[src/hdl/fuse_guard_consts.svh]
`ifndef FUSE_GUARD_CONSTS_SVH
`define FUSE_GUARD_CONSTS_SVH

////////////////////////////////////////////////////////////
// Fuse array geometry
////////////////////////////////////////////////////////////

`define FG_NUM_PART   4
`define FG_PART_WORDS 16

// Top two address bits pick the partition, the low four the word
`define FG_ADDR_W     6
`define FG_DATA_W     32

////////////////////////////////////////////////////////////
// Requester and lifecycle widths
////////////////////////////////////////////////////////////

`define FG_USER_W     8
`define FG_LC_W       16

////////////////////////////////////////////////////////////
// Access policy
////////////////////////////////////////////////////////////

// Only this user may write below the protection limit
`define FG_PRIV_USER  8'h5a
// Everything below this word address belongs to partition 0
`define FG_PROT_LIMIT 6'h10

`endif

[src/hdl/lc_pkg.sv]
`include "fuse_guard_consts.svh"

`default_nettype none

package lc_pkg;

  ////////////////////////////////////////////////////////////
  // Encoded lifecycle state
  ////////////////////////////////////////////////////////////

  // Sparse codes, so that a few flipped bits never land on another valid state
  typedef enum logic [`FG_LC_W-1:0] {
    LcStRaw           = 16'h0000,
    LcStTestUnlocked0 = 16'h5a3c,
    LcStTestLocked0   = 16'h96e1,
    LcStDev           = 16'hc35a,
    LcStProd          = 16'h2bd4,
    LcStProdEnd       = 16'he70b,
    LcStRma           = 16'h7c96,
    LcStScrap         = 16'hffff
  } lc_state_e;

  ////////////////////////////////////////////////////////////
  // Decoded lifecycle state
  ////////////////////////////////////////////////////////////

  // Ascending order matters here
  // Phase checks compare these values by magnitude
  typedef enum logic [3:0] {
    DecRaw           = 4'd0,
    DecTestUnlocked0 = 4'd1,
    DecTestLocked0   = 4'd2,
    DecDev           = 4'd3,
    DecProd          = 4'd4,
    DecProdEnd       = 4'd5,
    DecRma           = 4'd6,
    DecScrap         = 4'd7
  } dec_lc_state_e;

endpackage

`default_nettype wire

[src/hdl/fuse_pkg.sv]
`include "fuse_guard_consts.svh"

`default_nettype none

package fuse_pkg;

  ////////////////////////////////////////////////////////////
  // Error codes returned by the DAI
  ////////////////////////////////////////////////////////////

  typedef enum logic [1:0] {
    NoError     = 2'd0,
    LockError   = 2'd1,
    AccessError = 2'd2
  } fuse_err_e;

  ////////////////////////////////////////////////////////////
  // DAI command and response
  ////////////////////////////////////////////////////////////

  typedef struct packed {
    logic                  write;
    logic [`FG_ADDR_W-1:0] addr;
    logic [`FG_DATA_W-1:0] wdata;
    logic [`FG_USER_W-1:0] user;
  } dai_cmd_t;

  typedef struct packed {
    fuse_err_e             err;
    logic [`FG_DATA_W-1:0] rdata;
  } dai_rsp_t;

  ////////////////////////////////////////////////////////////
  // Broadcast of word 0 of every partition
  ////////////////////////////////////////////////////////////

  // Partition 0 sits in the low bits
  typedef struct packed {
    logic [`FG_NUM_PART-1:0][`FG_DATA_W-1:0] word0;
  } fuse_bcast_t;

  ////////////////////////////////////////////////////////////
  // Partition lifecycle phases
  ////////////////////////////////////////////////////////////

  // A partition stays writable up to and including its phase
  // The last entry belongs to the lifecycle partition, which is never phase locked
  localparam lc_pkg::dec_lc_state_e PART_LC_PHASE [`FG_NUM_PART] = '{
    lc_pkg::DecTestUnlocked0,
    lc_pkg::DecDev,
    lc_pkg::DecProd,
    lc_pkg::DecRma
  };

endpackage

`default_nettype wire

[src/hdl/lc_phase_lock.sv]
`include "fuse_guard_consts.svh"

`default_nettype none

module lc_phase_lock (
  input  logic                    clk_i,
  input  logic                    rst_n_i,
  input  lc_pkg::lc_state_e       lc_state_i,
  output logic [`FG_NUM_PART-1:0] part_lock_o,
  output logic                    scrap_o
);

  ////////////////////////////////////////////////////////////
  // State decode
  ////////////////////////////////////////////////////////////

  // Any code outside the valid set is treated as scrap
  function automatic lc_pkg::dec_lc_state_e decode_lc_state(lc_pkg::lc_state_e lc_state);
    case (lc_state)
      lc_pkg::LcStRaw:           return lc_pkg::DecRaw;
      lc_pkg::LcStTestUnlocked0: return lc_pkg::DecTestUnlocked0;
      lc_pkg::LcStTestLocked0:   return lc_pkg::DecTestLocked0;
      lc_pkg::LcStDev:           return lc_pkg::DecDev;
      lc_pkg::LcStProd:          return lc_pkg::DecProd;
      lc_pkg::LcStProdEnd:       return lc_pkg::DecProdEnd;
      lc_pkg::LcStRma:           return lc_pkg::DecRma;
      default:                   return lc_pkg::DecScrap;
    endcase
  endfunction

  lc_pkg::dec_lc_state_e   dec_state;
  logic [`FG_NUM_PART-1:0] lock_d;
  logic                    scrap_d;

  assign dec_state = decode_lc_state(lc_state_i);
  assign scrap_d   = (dec_state == lc_pkg::DecScrap);

  ////////////////////////////////////////////////////////////
  // Per-partition phase compare
  ////////////////////////////////////////////////////////////

  always_comb begin
    lock_d = '0;
    // The lifecycle partition keeps its lock bit at zero
    for (int i = 0; i < `FG_NUM_PART - 1; i++) begin
      lock_d[i] = (dec_state > fuse_pkg::PART_LC_PHASE[i]);
    end
  end

  // Out of reset the phase partitions start locked until the first decode lands
  always_ff @(posedge clk_i or negedge rst_n_i) begin
    if (!rst_n_i) begin
      part_lock_o <= {1'b0, {(`FG_NUM_PART - 1){1'b1}}};
      scrap_o     <= 1'b0;
    end else begin
      part_lock_o <= lock_d;
      scrap_o     <= scrap_d;
    end
  end

  ////////////////////////////////////////////////////////////
  // Assertions
  ////////////////////////////////////////////////////////////

  // Scrap sits above every phase, so all phase partitions must come out locked
  scrap_locks_all_a: assert property (
    @(posedge clk_i) disable iff (!rst_n_i)
    scrap_o |-> &part_lock_o[`FG_NUM_PART-2:0]
  ) else $error("partition not write-locked in scrap, lock=%b", part_lock_o);

  // The lifecycle partition must stay writable whatever the state
  lc_part_unlocked_a: assert property (
    @(posedge clk_i) disable iff (!rst_n_i)
    !part_lock_o[`FG_NUM_PART-1]
  ) else $error("lifecycle partition is write-locked");

endmodule

`default_nettype wire

[src/hdl/fuse_access_filter.sv]
`include "fuse_guard_consts.svh"

`default_nettype none

module fuse_access_filter (
  input  logic               clk_i,
  input  logic               rst_n_i,
  input  logic               cmd_valid_i,
  input  fuse_pkg::dai_cmd_t cmd_i,
  output logic               discard_o
);

  ////////////////////////////////////////////////////////////
  // Policy check
  ////////////////////////////////////////////////////////////

  logic is_priv;
  logic in_prot_range;
  logic violation;

  // The privileged user may write anywhere
  assign is_priv = (cmd_i.user == `FG_PRIV_USER);

  // Unprivileged writers are kept out of the range below the limit
  assign in_prot_range = (cmd_i.addr < `FG_PROT_LIMIT);

  // Reads are never filtered
  assign violation = cmd_valid_i && cmd_i.write && !is_priv && in_prot_range;

  ////////////////////////////////////////////////////////////
  // Discard register
  ////////////////////////////////////////////////////////////

  // The decision is a single-cycle pulse after the strobe
  // The DAI samples it while it checks the captured command
  always_ff @(posedge clk_i or negedge rst_n_i) begin
    if (!rst_n_i) begin
      discard_o <= 1'b0;
    end else begin
      discard_o <= violation;
    end
  end

  ////////////////////////////////////////////////////////////
  // Assertions
  ////////////////////////////////////////////////////////////

  // A read strobe must never leave a discard behind
  read_never_discarded_a: assert property (
    @(posedge clk_i) disable iff (!rst_n_i)
    (cmd_valid_i && !cmd_i.write) |=> !discard_o
  ) else $error("discard raised after a read strobe, addr=%h", $past(cmd_i.addr));

endmodule

`default_nettype wire

[src/hdl/fuse_dai.sv]
`include "fuse_guard_consts.svh"

`default_nettype none

module fuse_dai (
  input  logic                    clk_i,
  input  logic                    rst_n_i,
  input  logic                    cmd_valid_i,
  input  fuse_pkg::dai_cmd_t      cmd_i,
  input  logic [`FG_NUM_PART-1:0] part_lock_i,
  input  logic                    scrap_i,
  input  logic                    discard_i,
  input  logic                    zeroize_i,
  input  logic                    esc_en_i,
  output logic                    busy_o,
  output logic                    done_o,
  output fuse_pkg::dai_rsp_t      rsp_o,
  output fuse_pkg::fuse_bcast_t   bcast_o,
  output logic                    escalated_o
);

  localparam int NumWords = `FG_NUM_PART * `FG_PART_WORDS;
  localparam int PartSelW = $clog2(`FG_NUM_PART);

  typedef enum logic [1:0] {
    IdleSt    = 2'd0,
    CheckSt   = 2'd1,
    RespondSt = 2'd2,
    ErrorSt   = 2'd3
  } dai_state_e;

  dai_state_e            state_q;
  dai_state_e            state_d;
  fuse_pkg::dai_cmd_t    cmd_q;
  fuse_pkg::fuse_err_e   err_q;
  fuse_pkg::fuse_err_e   err_d;
  logic [PartSelW-1:0]   part_sel;
  logic [`FG_DATA_W-1:0] mem_q [NumWords];
  logic                  commit;
  logic                  done_q;
  fuse_pkg::dai_rsp_t    rsp_q;
  logic                  zero_req;
  logic                  zeroized_q;
  fuse_pkg::fuse_bcast_t bcast_d;
  fuse_pkg::fuse_bcast_t bcast_q;

  ////////////////////////////////////////////////////////////
  // FSM
  ////////////////////////////////////////////////////////////

  always_comb begin
    state_d = state_q;
    unique case (state_q)
      IdleSt: begin
        if (cmd_valid_i) begin
          state_d = CheckSt;
        end
      end
      CheckSt:   state_d = RespondSt;
      RespondSt: state_d = IdleSt;
      default:   state_d = ErrorSt;
    endcase
    // Escalation overrides everything and is never left before reset
    if (esc_en_i) begin
      state_d = ErrorSt;
    end
  end

  always_ff @(posedge clk_i or negedge rst_n_i) begin
    if (!rst_n_i) begin
      state_q <= IdleSt;
    end else begin
      state_q <= state_d;
    end
  end

  assign busy_o      = (state_q == CheckSt) || (state_q == RespondSt);
  assign escalated_o = (state_q == ErrorSt);

  ////////////////////////////////////////////////////////////
  // Command capture and error selection
  ////////////////////////////////////////////////////////////

  assign part_sel = cmd_q.addr[`FG_ADDR_W-1 -: PartSelW];

  // Scrap and phase lock win over the filter decision
  always_comb begin
    err_d = fuse_pkg::NoError;
    if (cmd_q.write) begin
      if (scrap_i || part_lock_i[part_sel]) begin
        err_d = fuse_pkg::LockError;
      end else if (discard_i) begin
        err_d = fuse_pkg::AccessError;
      end
    end
  end

  always_ff @(posedge clk_i) begin
    if (state_q == IdleSt && cmd_valid_i) begin
      cmd_q <= cmd_i;
    end
    if (state_q == CheckSt) begin
      err_q <= err_d;
    end
  end

  ////////////////////////////////////////////////////////////
  // Fuse array
  ////////////////////////////////////////////////////////////

  assign commit = (state_q == RespondSt) && !esc_en_i && cmd_q.write &&
                  (err_q == fuse_pkg::NoError);

  always_ff @(posedge clk_i or negedge rst_n_i) begin
    if (!rst_n_i) begin
      for (int i = 0; i < NumWords; i++) begin
        mem_q[i] <= '0;
      end
    end else if (commit) begin
      mem_q[cmd_q.addr] <= cmd_q.wdata;
    end
  end

  // Response goes out on the same edge as the commit
  always_ff @(posedge clk_i or negedge rst_n_i) begin
    if (!rst_n_i) begin
      done_q <= 1'b0;
      rsp_q  <= '0;
    end else begin
      done_q <= (state_q == RespondSt) && !esc_en_i;
      if (state_q == RespondSt) begin
        rsp_q.err   <= err_q;
        rsp_q.rdata <= cmd_q.write ? '0 : mem_q[cmd_q.addr];
      end
    end
  end

  assign done_o = done_q;
  assign rsp_o  = rsp_q;

  ////////////////////////////////////////////////////////////
  // Broadcast and zeroization
  ////////////////////////////////////////////////////////////

  assign zero_req = zeroize_i || scrap_i;

  always_comb begin
    for (int p = 0; p < `FG_NUM_PART; p++) begin
      bcast_d.word0[p] = mem_q[p * `FG_PART_WORDS];
    end
    // The request itself blanks the next value, the sticky flag keeps it blank
    if (zeroized_q || zero_req) begin
      bcast_d = '0;
    end
  end

  always_ff @(posedge clk_i or negedge rst_n_i) begin
    if (!rst_n_i) begin
      zeroized_q <= 1'b0;
      bcast_q    <= '0;
    end else begin
      zeroized_q <= zeroized_q || zero_req;
      bcast_q    <= bcast_d;
    end
  end

  assign bcast_o = bcast_q;

  ////////////////////////////////////////////////////////////
  // Assertions
  ////////////////////////////////////////////////////////////

  // A filtered write that clears the lock checks must come back as an access error
  discard_access_error_a: assert property (
    @(posedge clk_i) disable iff (!rst_n_i || esc_en_i)
    (state_q == CheckSt && cmd_q.write && discard_i && !scrap_i && !part_lock_i[part_sel])
      |-> ##2 (done_o && rsp_o.err == fuse_pkg::AccessError)
  ) else $error("filter discard did not produce an access error");

  zeroize_bcast_a: assert property (
    @(posedge clk_i) disable iff (!rst_n_i)
    zeroize_i |=> (bcast_o == '0)
  ) else $error("broadcast not zeroized after zeroize strobe");

  escalation_error_a: assert property (
    @(posedge clk_i) disable iff (!rst_n_i)
    esc_en_i |=> (state_q == ErrorSt)
  ) else $error("DAI did not reach its terminal state after escalation");

endmodule

`default_nettype wire

[src/hdl/fuse_guard_top.sv]
`include "fuse_guard_consts.svh"

`default_nettype none

module fuse_guard_top (
  input  logic                  clk_i,
  input  logic                  rst_n_i,
  input  logic                  cmd_valid_i,
  input  fuse_pkg::dai_cmd_t    cmd_i,
  input  lc_pkg::lc_state_e     lc_state_i,
  input  logic                  zeroize_i,
  input  logic                  esc_en_i,
  output logic                  busy_o,
  output logic                  done_o,
  output fuse_pkg::dai_rsp_t    rsp_o,
  output fuse_pkg::fuse_bcast_t bcast_o,
  output logic                  escalated_o
);

  logic [`FG_NUM_PART-1:0] part_lock;
  logic                    scrap;
  logic                    discard;

  lc_phase_lock u_lc_phase_lock (
    .clk_i       (clk_i),
    .rst_n_i     (rst_n_i),
    .lc_state_i  (lc_state_i),
    .part_lock_o (part_lock),
    .scrap_o     (scrap)
  );

  // The filter watches the same strobes as the DAI
  fuse_access_filter u_fuse_access_filter (
    .clk_i       (clk_i),
    .rst_n_i     (rst_n_i),
    .cmd_valid_i (cmd_valid_i),
    .cmd_i       (cmd_i),
    .discard_o   (discard)
  );

  fuse_dai u_fuse_dai (
    .clk_i       (clk_i),
    .rst_n_i     (rst_n_i),
    .cmd_valid_i (cmd_valid_i),
    .cmd_i       (cmd_i),
    .part_lock_i (part_lock),
    .scrap_i     (scrap),
    .discard_i   (discard),
    .zeroize_i   (zeroize_i),
    .esc_en_i    (esc_en_i),
    .busy_o      (busy_o),
    .done_o      (done_o),
    .rsp_o       (rsp_o),
    .bcast_o     (bcast_o),
    .escalated_o (escalated_o)
  );

endmodule

`default_nettype wire

[config.mk]
export PLATFORM = sky130hd
export DESIGN_NAME = fuse_guard_top
export DESIGN_NICKNAME = d
export VERILOG_FILES = /design/src/hdl/lc_pkg.sv /design/src/hdl/fuse_pkg.sv /design/src/hdl/lc_phase_lock.sv /design/src/hdl/fuse_access_filter.sv /design/src/hdl/fuse_dai.sv /design/src/hdl/fuse_guard_top.sv
export VERILOG_INCLUDE_DIRS = /design/src /design/src/hdl
export SDC_FILE = /design/constraint.sdc
export NUM_CORES = 2
export LEC_CHECK = 0
export BUFFER_PORTS_ARGS = -buffer_cell sky130_fd_sc_hd__buf_2
export CAP_MARGIN = 10
export CORE_ASPECT_RATIO = 0.8
export CORE_MARGIN = 2
export CORE_UTILIZATION = 45
export CTS_BUF_LIST = sky130_fd_sc_hd__clkbuf_8 sky130_fd_sc_hd__clkbuf_16
export CTS_CLUSTER_DIAMETER = 100
export DETAILED_ROUTE_END_ITERATION = 8
export GPL_TIMING_DRIVEN = 0
export PLACE_DENSITY = 0.6
export SKIP_LAST_GASP = 1
export SYNTH_ARGS = -nofsm -noshare
export SYNTH_HDL_FRONTEND = slang
export SYNTH_SLANG_ARGS = --single-unit
export TNS_END_PERCENT = 1
[constraint.sdc]
create_clock -name clk_i -period 5.05 [get_ports clk_i]
set_input_delay 1.01 -clock clk_i [delete_from_list [all_inputs] [get_ports clk_i]]
set_output_delay 1.01 -clock clk_i [all_outputs]
set_load 0.02 [all_outputs]
=== Word-level counts from Yosys, hierarchy flattened ===
Index checks and enable logic that the tools add are counted.
Widths: inputs -> output; s select.

* Flip-flop bits (word level): 2260
* Bits of input ports: 68
* Output and inout bits: 165
* Logic and storage cells: 136

* $lt $le $gt $ge: 7
* Equal/unequal tests: 12
* Muxes and demuxes: 16
* Bitwise gates (word level): 2
* Reductions and logical operators: 18

{| class="wikitable"
|+ Operators with widths
! operator !! number
|-
| $bwmux 2048 || 1
|-
| $bmux 32 s6 || 1
|-
| $demux 32 s6 || 1
|-
| $mux 128 || 1
|-
| $mux 32 || 4
|-
| $eq 16x16->1 const B || 3
|-
| $eq 16x15->1 const B || 2
|-
| $pmux 3 s7 || 1
|-
| $eq 16x14->1 const B || 1
|-
| $logic_not 16->1 || 1
|-
| $eq 8x7->1 const B || 1
|-
| $logic_and 1x1->1 || 8
|-
| $ge 7x7->1 const B || 1
|-
| $lt 7x1->1 const B || 1
|-
| $not 6->7 || 1
|-
| $lt 6x5->1 const B || 1
|-
| $mux 2 || 3
|-
| $pmux 2 s3 || 1
|-
| $eq 2x2->1 const B || 2
|-
| $logic_not 2->1 || 2
|-
| $logic_or 1x1->1 || 4
|-
| $eq 3x3->1 const B || 1
|-
| $gt 3x1->1 const B || 1
|-
| $gt 3x2->1 const B || 1
|-
| 9 further kinds || 11
|}

=== Longest topological paths before layout ===
* Word-level depth: 6
* Depth in mapped cells: 11
* Gate-level depth less buffers: 8

=== By module ===
From an unflattened synthesis, not the netlist that was laid out.

* Cell total of the unflattened synthesis: 7404
* Area, all modules: 100034.7 um^2

{| class="wikitable"
|+ By module, submodules not included
! module !! times used !! cells an instance !! area each (um^2)
|-
| fuse_dai || 1 || 7356 || 99599.3
|-
| lc_phase_lock || 1 || 43 || 365.4
|-
| fuse_access_filter || 1 || 5 || 70.1
|}

=== Least setup slack after synthesis ===
No wires, ideal clock.

* Kind: input -> register
* From: input port esc_en_i
* To: register u_fuse_dai.mem_q[100] (netlist name)
* Library setup time: 0.127 ns
* Data arrival time: 2.289 ns
* Required time: 4.923 ns
* Setup slack: 2.633 ns
* Stages on the path: 6
* Buffers on the path: 1
* Cell sequence: nor2_2 -> nand3_4 -> nor2_4 -> nand2_1 -> buf_1 -> mux2_1

* Longest elaborated chain between the ends: 4

{| class="wikitable"
|+ Ends and longest elaborated chain
! element !! line !! RTL
|-
| from (decl) || fuse_guard_top.sv:12 || <nowiki>input logic esc_en_i,</nowiki>
|-
| $logic_not 1->1 || fuse_dai.sv:111 || <nowiki>assign commit = (state_q == RespondSt) && !esc_en_i && cmd_q.write &&</nowiki>
|-
| $logic_and 1x1->1 (3 in series) || fuse_dai.sv:111 ||
|-
| to (signal, indexed assignment) || fuse_dai.sv:120 || <nowiki>mem_q[cmd_q.addr] <= cmd_q.wdata;</nowiki>
|-
| to (decl) || fuse_dai.sv:38 || <nowiki>logic [`FG_DATA_W-1:0] mem_q [NumWords];</nowiki>
|}

Every way passes these cells.
A chain may end at the register's enable or synchronous reset.

=== Final worst setup path ===
* From: register u_fuse_dai.cmd_q[42] (netlist name)
* To: register u_fuse_dai.rsp_q, in the netlist u_fuse_dai.rsp_o[12]

* Longest elaborated chain between the ends: 5

{| class="wikitable"
|+ Ends and longest elaborated chain
! element !! line !! RTL
|-
| from (decl) || fuse_dai.sv:34 || <nowiki>fuse_pkg::dai_cmd_t cmd_q;</nowiki>
|-
| from (signal assigned) || fuse_dai.sv:100 || <nowiki>cmd_q <= cmd_i;</nowiki>
|-
| $not 6->7 (implied by the code) || fuse_dai.sv:133 || <nowiki>rsp_q.rdata <= cmd_q.write ? '0 : mem_q[cmd_q.addr];</nowiki>
|-
| $bmux 32 s6 || fuse_dai.sv:133 ||
|-
| $mux 32 (implied by the code) (2 in series) || fuse_dai.sv:133 ||
|-
| $mux 32 || fuse_dai.sv:133 ||
|-
| to (decl) || fuse_dai.sv:41 || <nowiki>fuse_pkg::dai_rsp_t rsp_q;</nowiki>
|}

Every way passes these cells. The select of a mux whose other input is x is not followed.

==> results.md <==
- Power Density: 320 nW/um^2
- H-tree lvl count: 4
- Clock network power share: between 40% and 50%
- Slew @ Worst Pin: 1.51 ns
- Dpl ws: -0.373 ns
- Hold Path Class: input pin to register
- Die Wd: about 530 um
- CTS tree: done
- Worst r2r src: u_fuse_dai.cmd_q[42]
- Critical path arrival: between 6 and 7 ns
- Status: complete, but fails checks
- RR Endpoint: u_fuse_dai.rsp_o[12]
- Cell Area, Synth: 100000 um^2
- Port-buffer cells: 232
- Die H: 427 um
- Clock root buffer: clkbuf_16
- Synthesis Warnings: 0
- Cell count of the worst reg-to-reg path: 10
- Tmin final: ~5.5 ns
- GRT busiest layer: met1
- RSZ-0062 raised after global routing: true
- Core area: 222000 um^2
- CTS clk-pin slew, worst paths: 0.06 ns
- Crit start category: register
- Sw power: between 8 and 9 mW
- Max cap viols: 1
- Most common cell after layout, fill and taps aside: dfrtp_1
- Internal: 28.3 mW
- Global Route met1 Usage: 47.4%
- # DRC: 0
- VDD IR max: between 0.2 and 0.3 mV
- Post CTS Setup Buffer Count: 0
- Number of iterations in the first detailed-routing pass: 8
- Placed Cells incl. Taps: between 10000 and 15000
- Met3 Use GR: 10.1%
- Synthesized net count: 7579
- Mapped Cells: 7507
- Met2 global-route usage: 47.1%
- Starting DRT DRC Count: 7861
- Vias/cell: 6.26
- NumNets Final: 8086
- Failing checks: max-capacitance violations, max-slew violations, negative setup slack
- Overall Global Routing Usage: 34.0%
- Vias in the first global route: 68300
- Clock sink total: 2260
- Async SR Flop Fraction: a little over nine tenths
- Die ar.: 227000 um^2
- Starting density of the core: 45.2%
- Clk_skew: around 0.068 ns
- Area growth syn-to-layout: 13.3%
- Final std cells w/o fill: 11200
- Worst-path fanout max: 10
- FF/Latch Area: 56800 um^2
- Synth cell types: 61
- Final setup viols: 16
- Post-synth top flop: dfrtp_1
- Synthesis-stage register bit count: around 2300
- EDFF count, synth: 41
- Mean Syn Cell Area: around 13 um^2
- Largest net degree at the start of global routing: 178
- Peak Freq: approximately 180 MHz
- Critical path class: register to register
- Site Rows: 155
- Share of layout cells above drive strength 1: between 30% and 40%
- Final hold slack: 0.250 ns
- Setup ws final: -0.477 ns
- Final core utilization: 51.2%
- Grt total ovfl: 0
- Cts bufs inserted: between 200 and 250
- Crit. End Element: register
- Count of final hold-check violations: 0
- Combinational power share: 1.9%
- Routed vias: 70100
- Maximum clock path buffer count: 4
- Crit path to: u_fuse_dai.rsp_o[12]
- Routability cong.: 1.03
- R2R setup slack: -0.48 ns
- Total leakage power: approximately 57 nW
- Initial antenna violation count: 42
- First-pass GRT wire length: 541000 um
- Clock Latency Late Sink: 0.93 ns
- Final ANT Viol Nets: 0
- Switching Fraction: between 20 and 25%
- Worst Setup SP: u_fuse_dai.cmd_q[42]
- Flop pwr share: 50.3%
- Seq/Total Area, Yosys: 56.5%
- IO Pins: 233
- Fillers: 19300
- Req. time, crit path: 5.84 ns
- Post-DP HPWL: 285000 um
- Wire per inst: 35.0 um
- Final worst-path cycle share: 109%
- Most frequent cells in the layout: dfrtp_1, mux2_2, mux2i_1
- Area of the multi-input gates: 40500 um^2
- Fin. max-slew vios: 9
- Drt total wl: 392000 um
- Slew margin rel.: -0.731%
==> state kept, by name, indices dropped and copies added, names as in the netlist <==
| register | flops |
|---|---|
| u_fuse_dai.mem_q | 2048 |
| u_fuse_dai.bcast_o | 128 |
| u_fuse_dai.cmd_q | 39 |
| u_fuse_dai.rsp_o | 34 |
| u_lc_phase_lock.part_lock_o | 3 |
| u_fuse_dai.err_q | 2 |
| u_fuse_dai.state_q | 2 |
| u_fuse_access_filter.discard_o | 1 |
| u_fuse_dai.done_o | 1 |
| u_fuse_dai.zeroized_q | 1 |
| u_lc_phase_lock.scrap_o | 1 |
==> routing by layer <==
| metal | vias up | share of wire, % |
|---|---|---|
| li1 | 28500 | - |
| met1 | 37400 | 42 |
| met2 | 3351 | 41 |
| met3 | 799 | 11 |
| met4 | 16 | 6.5 |
| met5 | - | 0.026 |
==> critical path, stage by stage, from the launching register on <==
cell and delay [ns]:
edfxtp_1 0.52, buf_4 0.37, buf_6 0.28, buf_4 0.34, buf_2 0.69, buf_2 0.45
mux2i_1 0.27, o22ai_1 0.10, o21ai_0 1.05, nand3_1 0.74, o32a_1 0.55
==> cell families (layout without fill, tap and decap cells) <==
group	count (synthesis)	after routing	share of synthesized area [%]
buf+inv	767	1460	3.17
fa+ha+maj	4	4	0.0498
flops	2260	2260	56.5
other cells	0	10	0
mux	2623	2623	28.8
simple gates	615	615	3.08
compound gates	1238	1238	8.41
==> how the worst min path moves through the flow <==
stage / start / end / slack, ns / depth (start not counted)
6_report: cmd_i[9] / u_fuse_dai.cmd_q[9] / 0.25 / 1
5_1_grt: cmd_i[9] / u_fuse_dai.cmd_q[9] / 0.23 / 1
4_1_cts: cmd_i[9] / u_fuse_dai.cmd_q[9] / 0.21 / 1
3_5_place_dp: u_fuse_dai.mem_q[227] / u_fuse_dai.mem_q[227] / 0.48 / 1
3_3_place_gp: u_fuse_dai.mem_q[229] / u_fuse_dai.mem_q[229] / 0.47 / 1
2_1_floorplan: u_fuse_dai.mem_q[225] / u_fuse_dai.mem_q[225] / 0.46 / 1
==> through the flow <==
step           setup TNS, ns  cell area, um^2  power, mW
6_report               -3.41           114000       36.4
5_1_grt                -1.20           114000       37.5
4_1_cts               -0.342           114000       36.6
3_5_place_dp           -2.12           106000       19.4
3_3_place_gp               -           105000       19.4
2_1_floorplan              0           100000       18.8
==> power groups by stage <==
stage                     logic [mW]  clock network (mW)  registers, mW
after detailed placement       0.722                   0           18.7
after floorplan                0.109                   0           18.7
final                          0.702                17.4           18.3
after CTS                      0.723                17.6           18.3
after global routing           0.792                18.3           18.3
after global placement         0.663                   0           18.7
==> layout make-up <==
cell class | count | area share [%]
flip-flops and latches | 2260 | 49.9
multi-input cells | 4480 | 35.6
clock buffers | 299 | 5.98
well taps | 2983 | 3.28
plain buffers | 761 | 2.82
repair buffers | 267 | 1.63
clock inverters | 127 | 0.752
diodes | 10 | 0.0220
inverters | 6 | 0.0198
==> timing repair <==
item / CTS / global route
hold buffers: 1 / 0
resized for setup: 2 / 1
setup endpoints to repair: 11 / 9
endpoints found under the hold margin: 33 / 0
==> synth_stat cells (6+ instances only) <==
cell	number	area, um^2
o211ai_1	58	435
mux4_2	6	135
o32a_1	28	280
buf_4	15	113
a31oi_1	10	62.6
nand3_1	33	165
o221a_2	53	597
a22o_1	115	1010
mux2_2	2015	22700
nand2_1	176	661
clkbuf_1	384	1440
nor2_4	7	78.8
and2_1	135	845
edfxtp_1	41	1230
buf_2	193	966
nor2_1	139	522
mux2i_1	532	5330
nor2b_1	37	231
a221oi_1	86	753
mux2_1	70	788
nor3_1	37	185
o22ai_1	247	1550
o21ai_0	218	1090
dfrtp_1	2216	55500
buf_1	168	631
a22oi_1	195	1460
a21oi_1	208	1040
(Power assumes the default switching activity.)
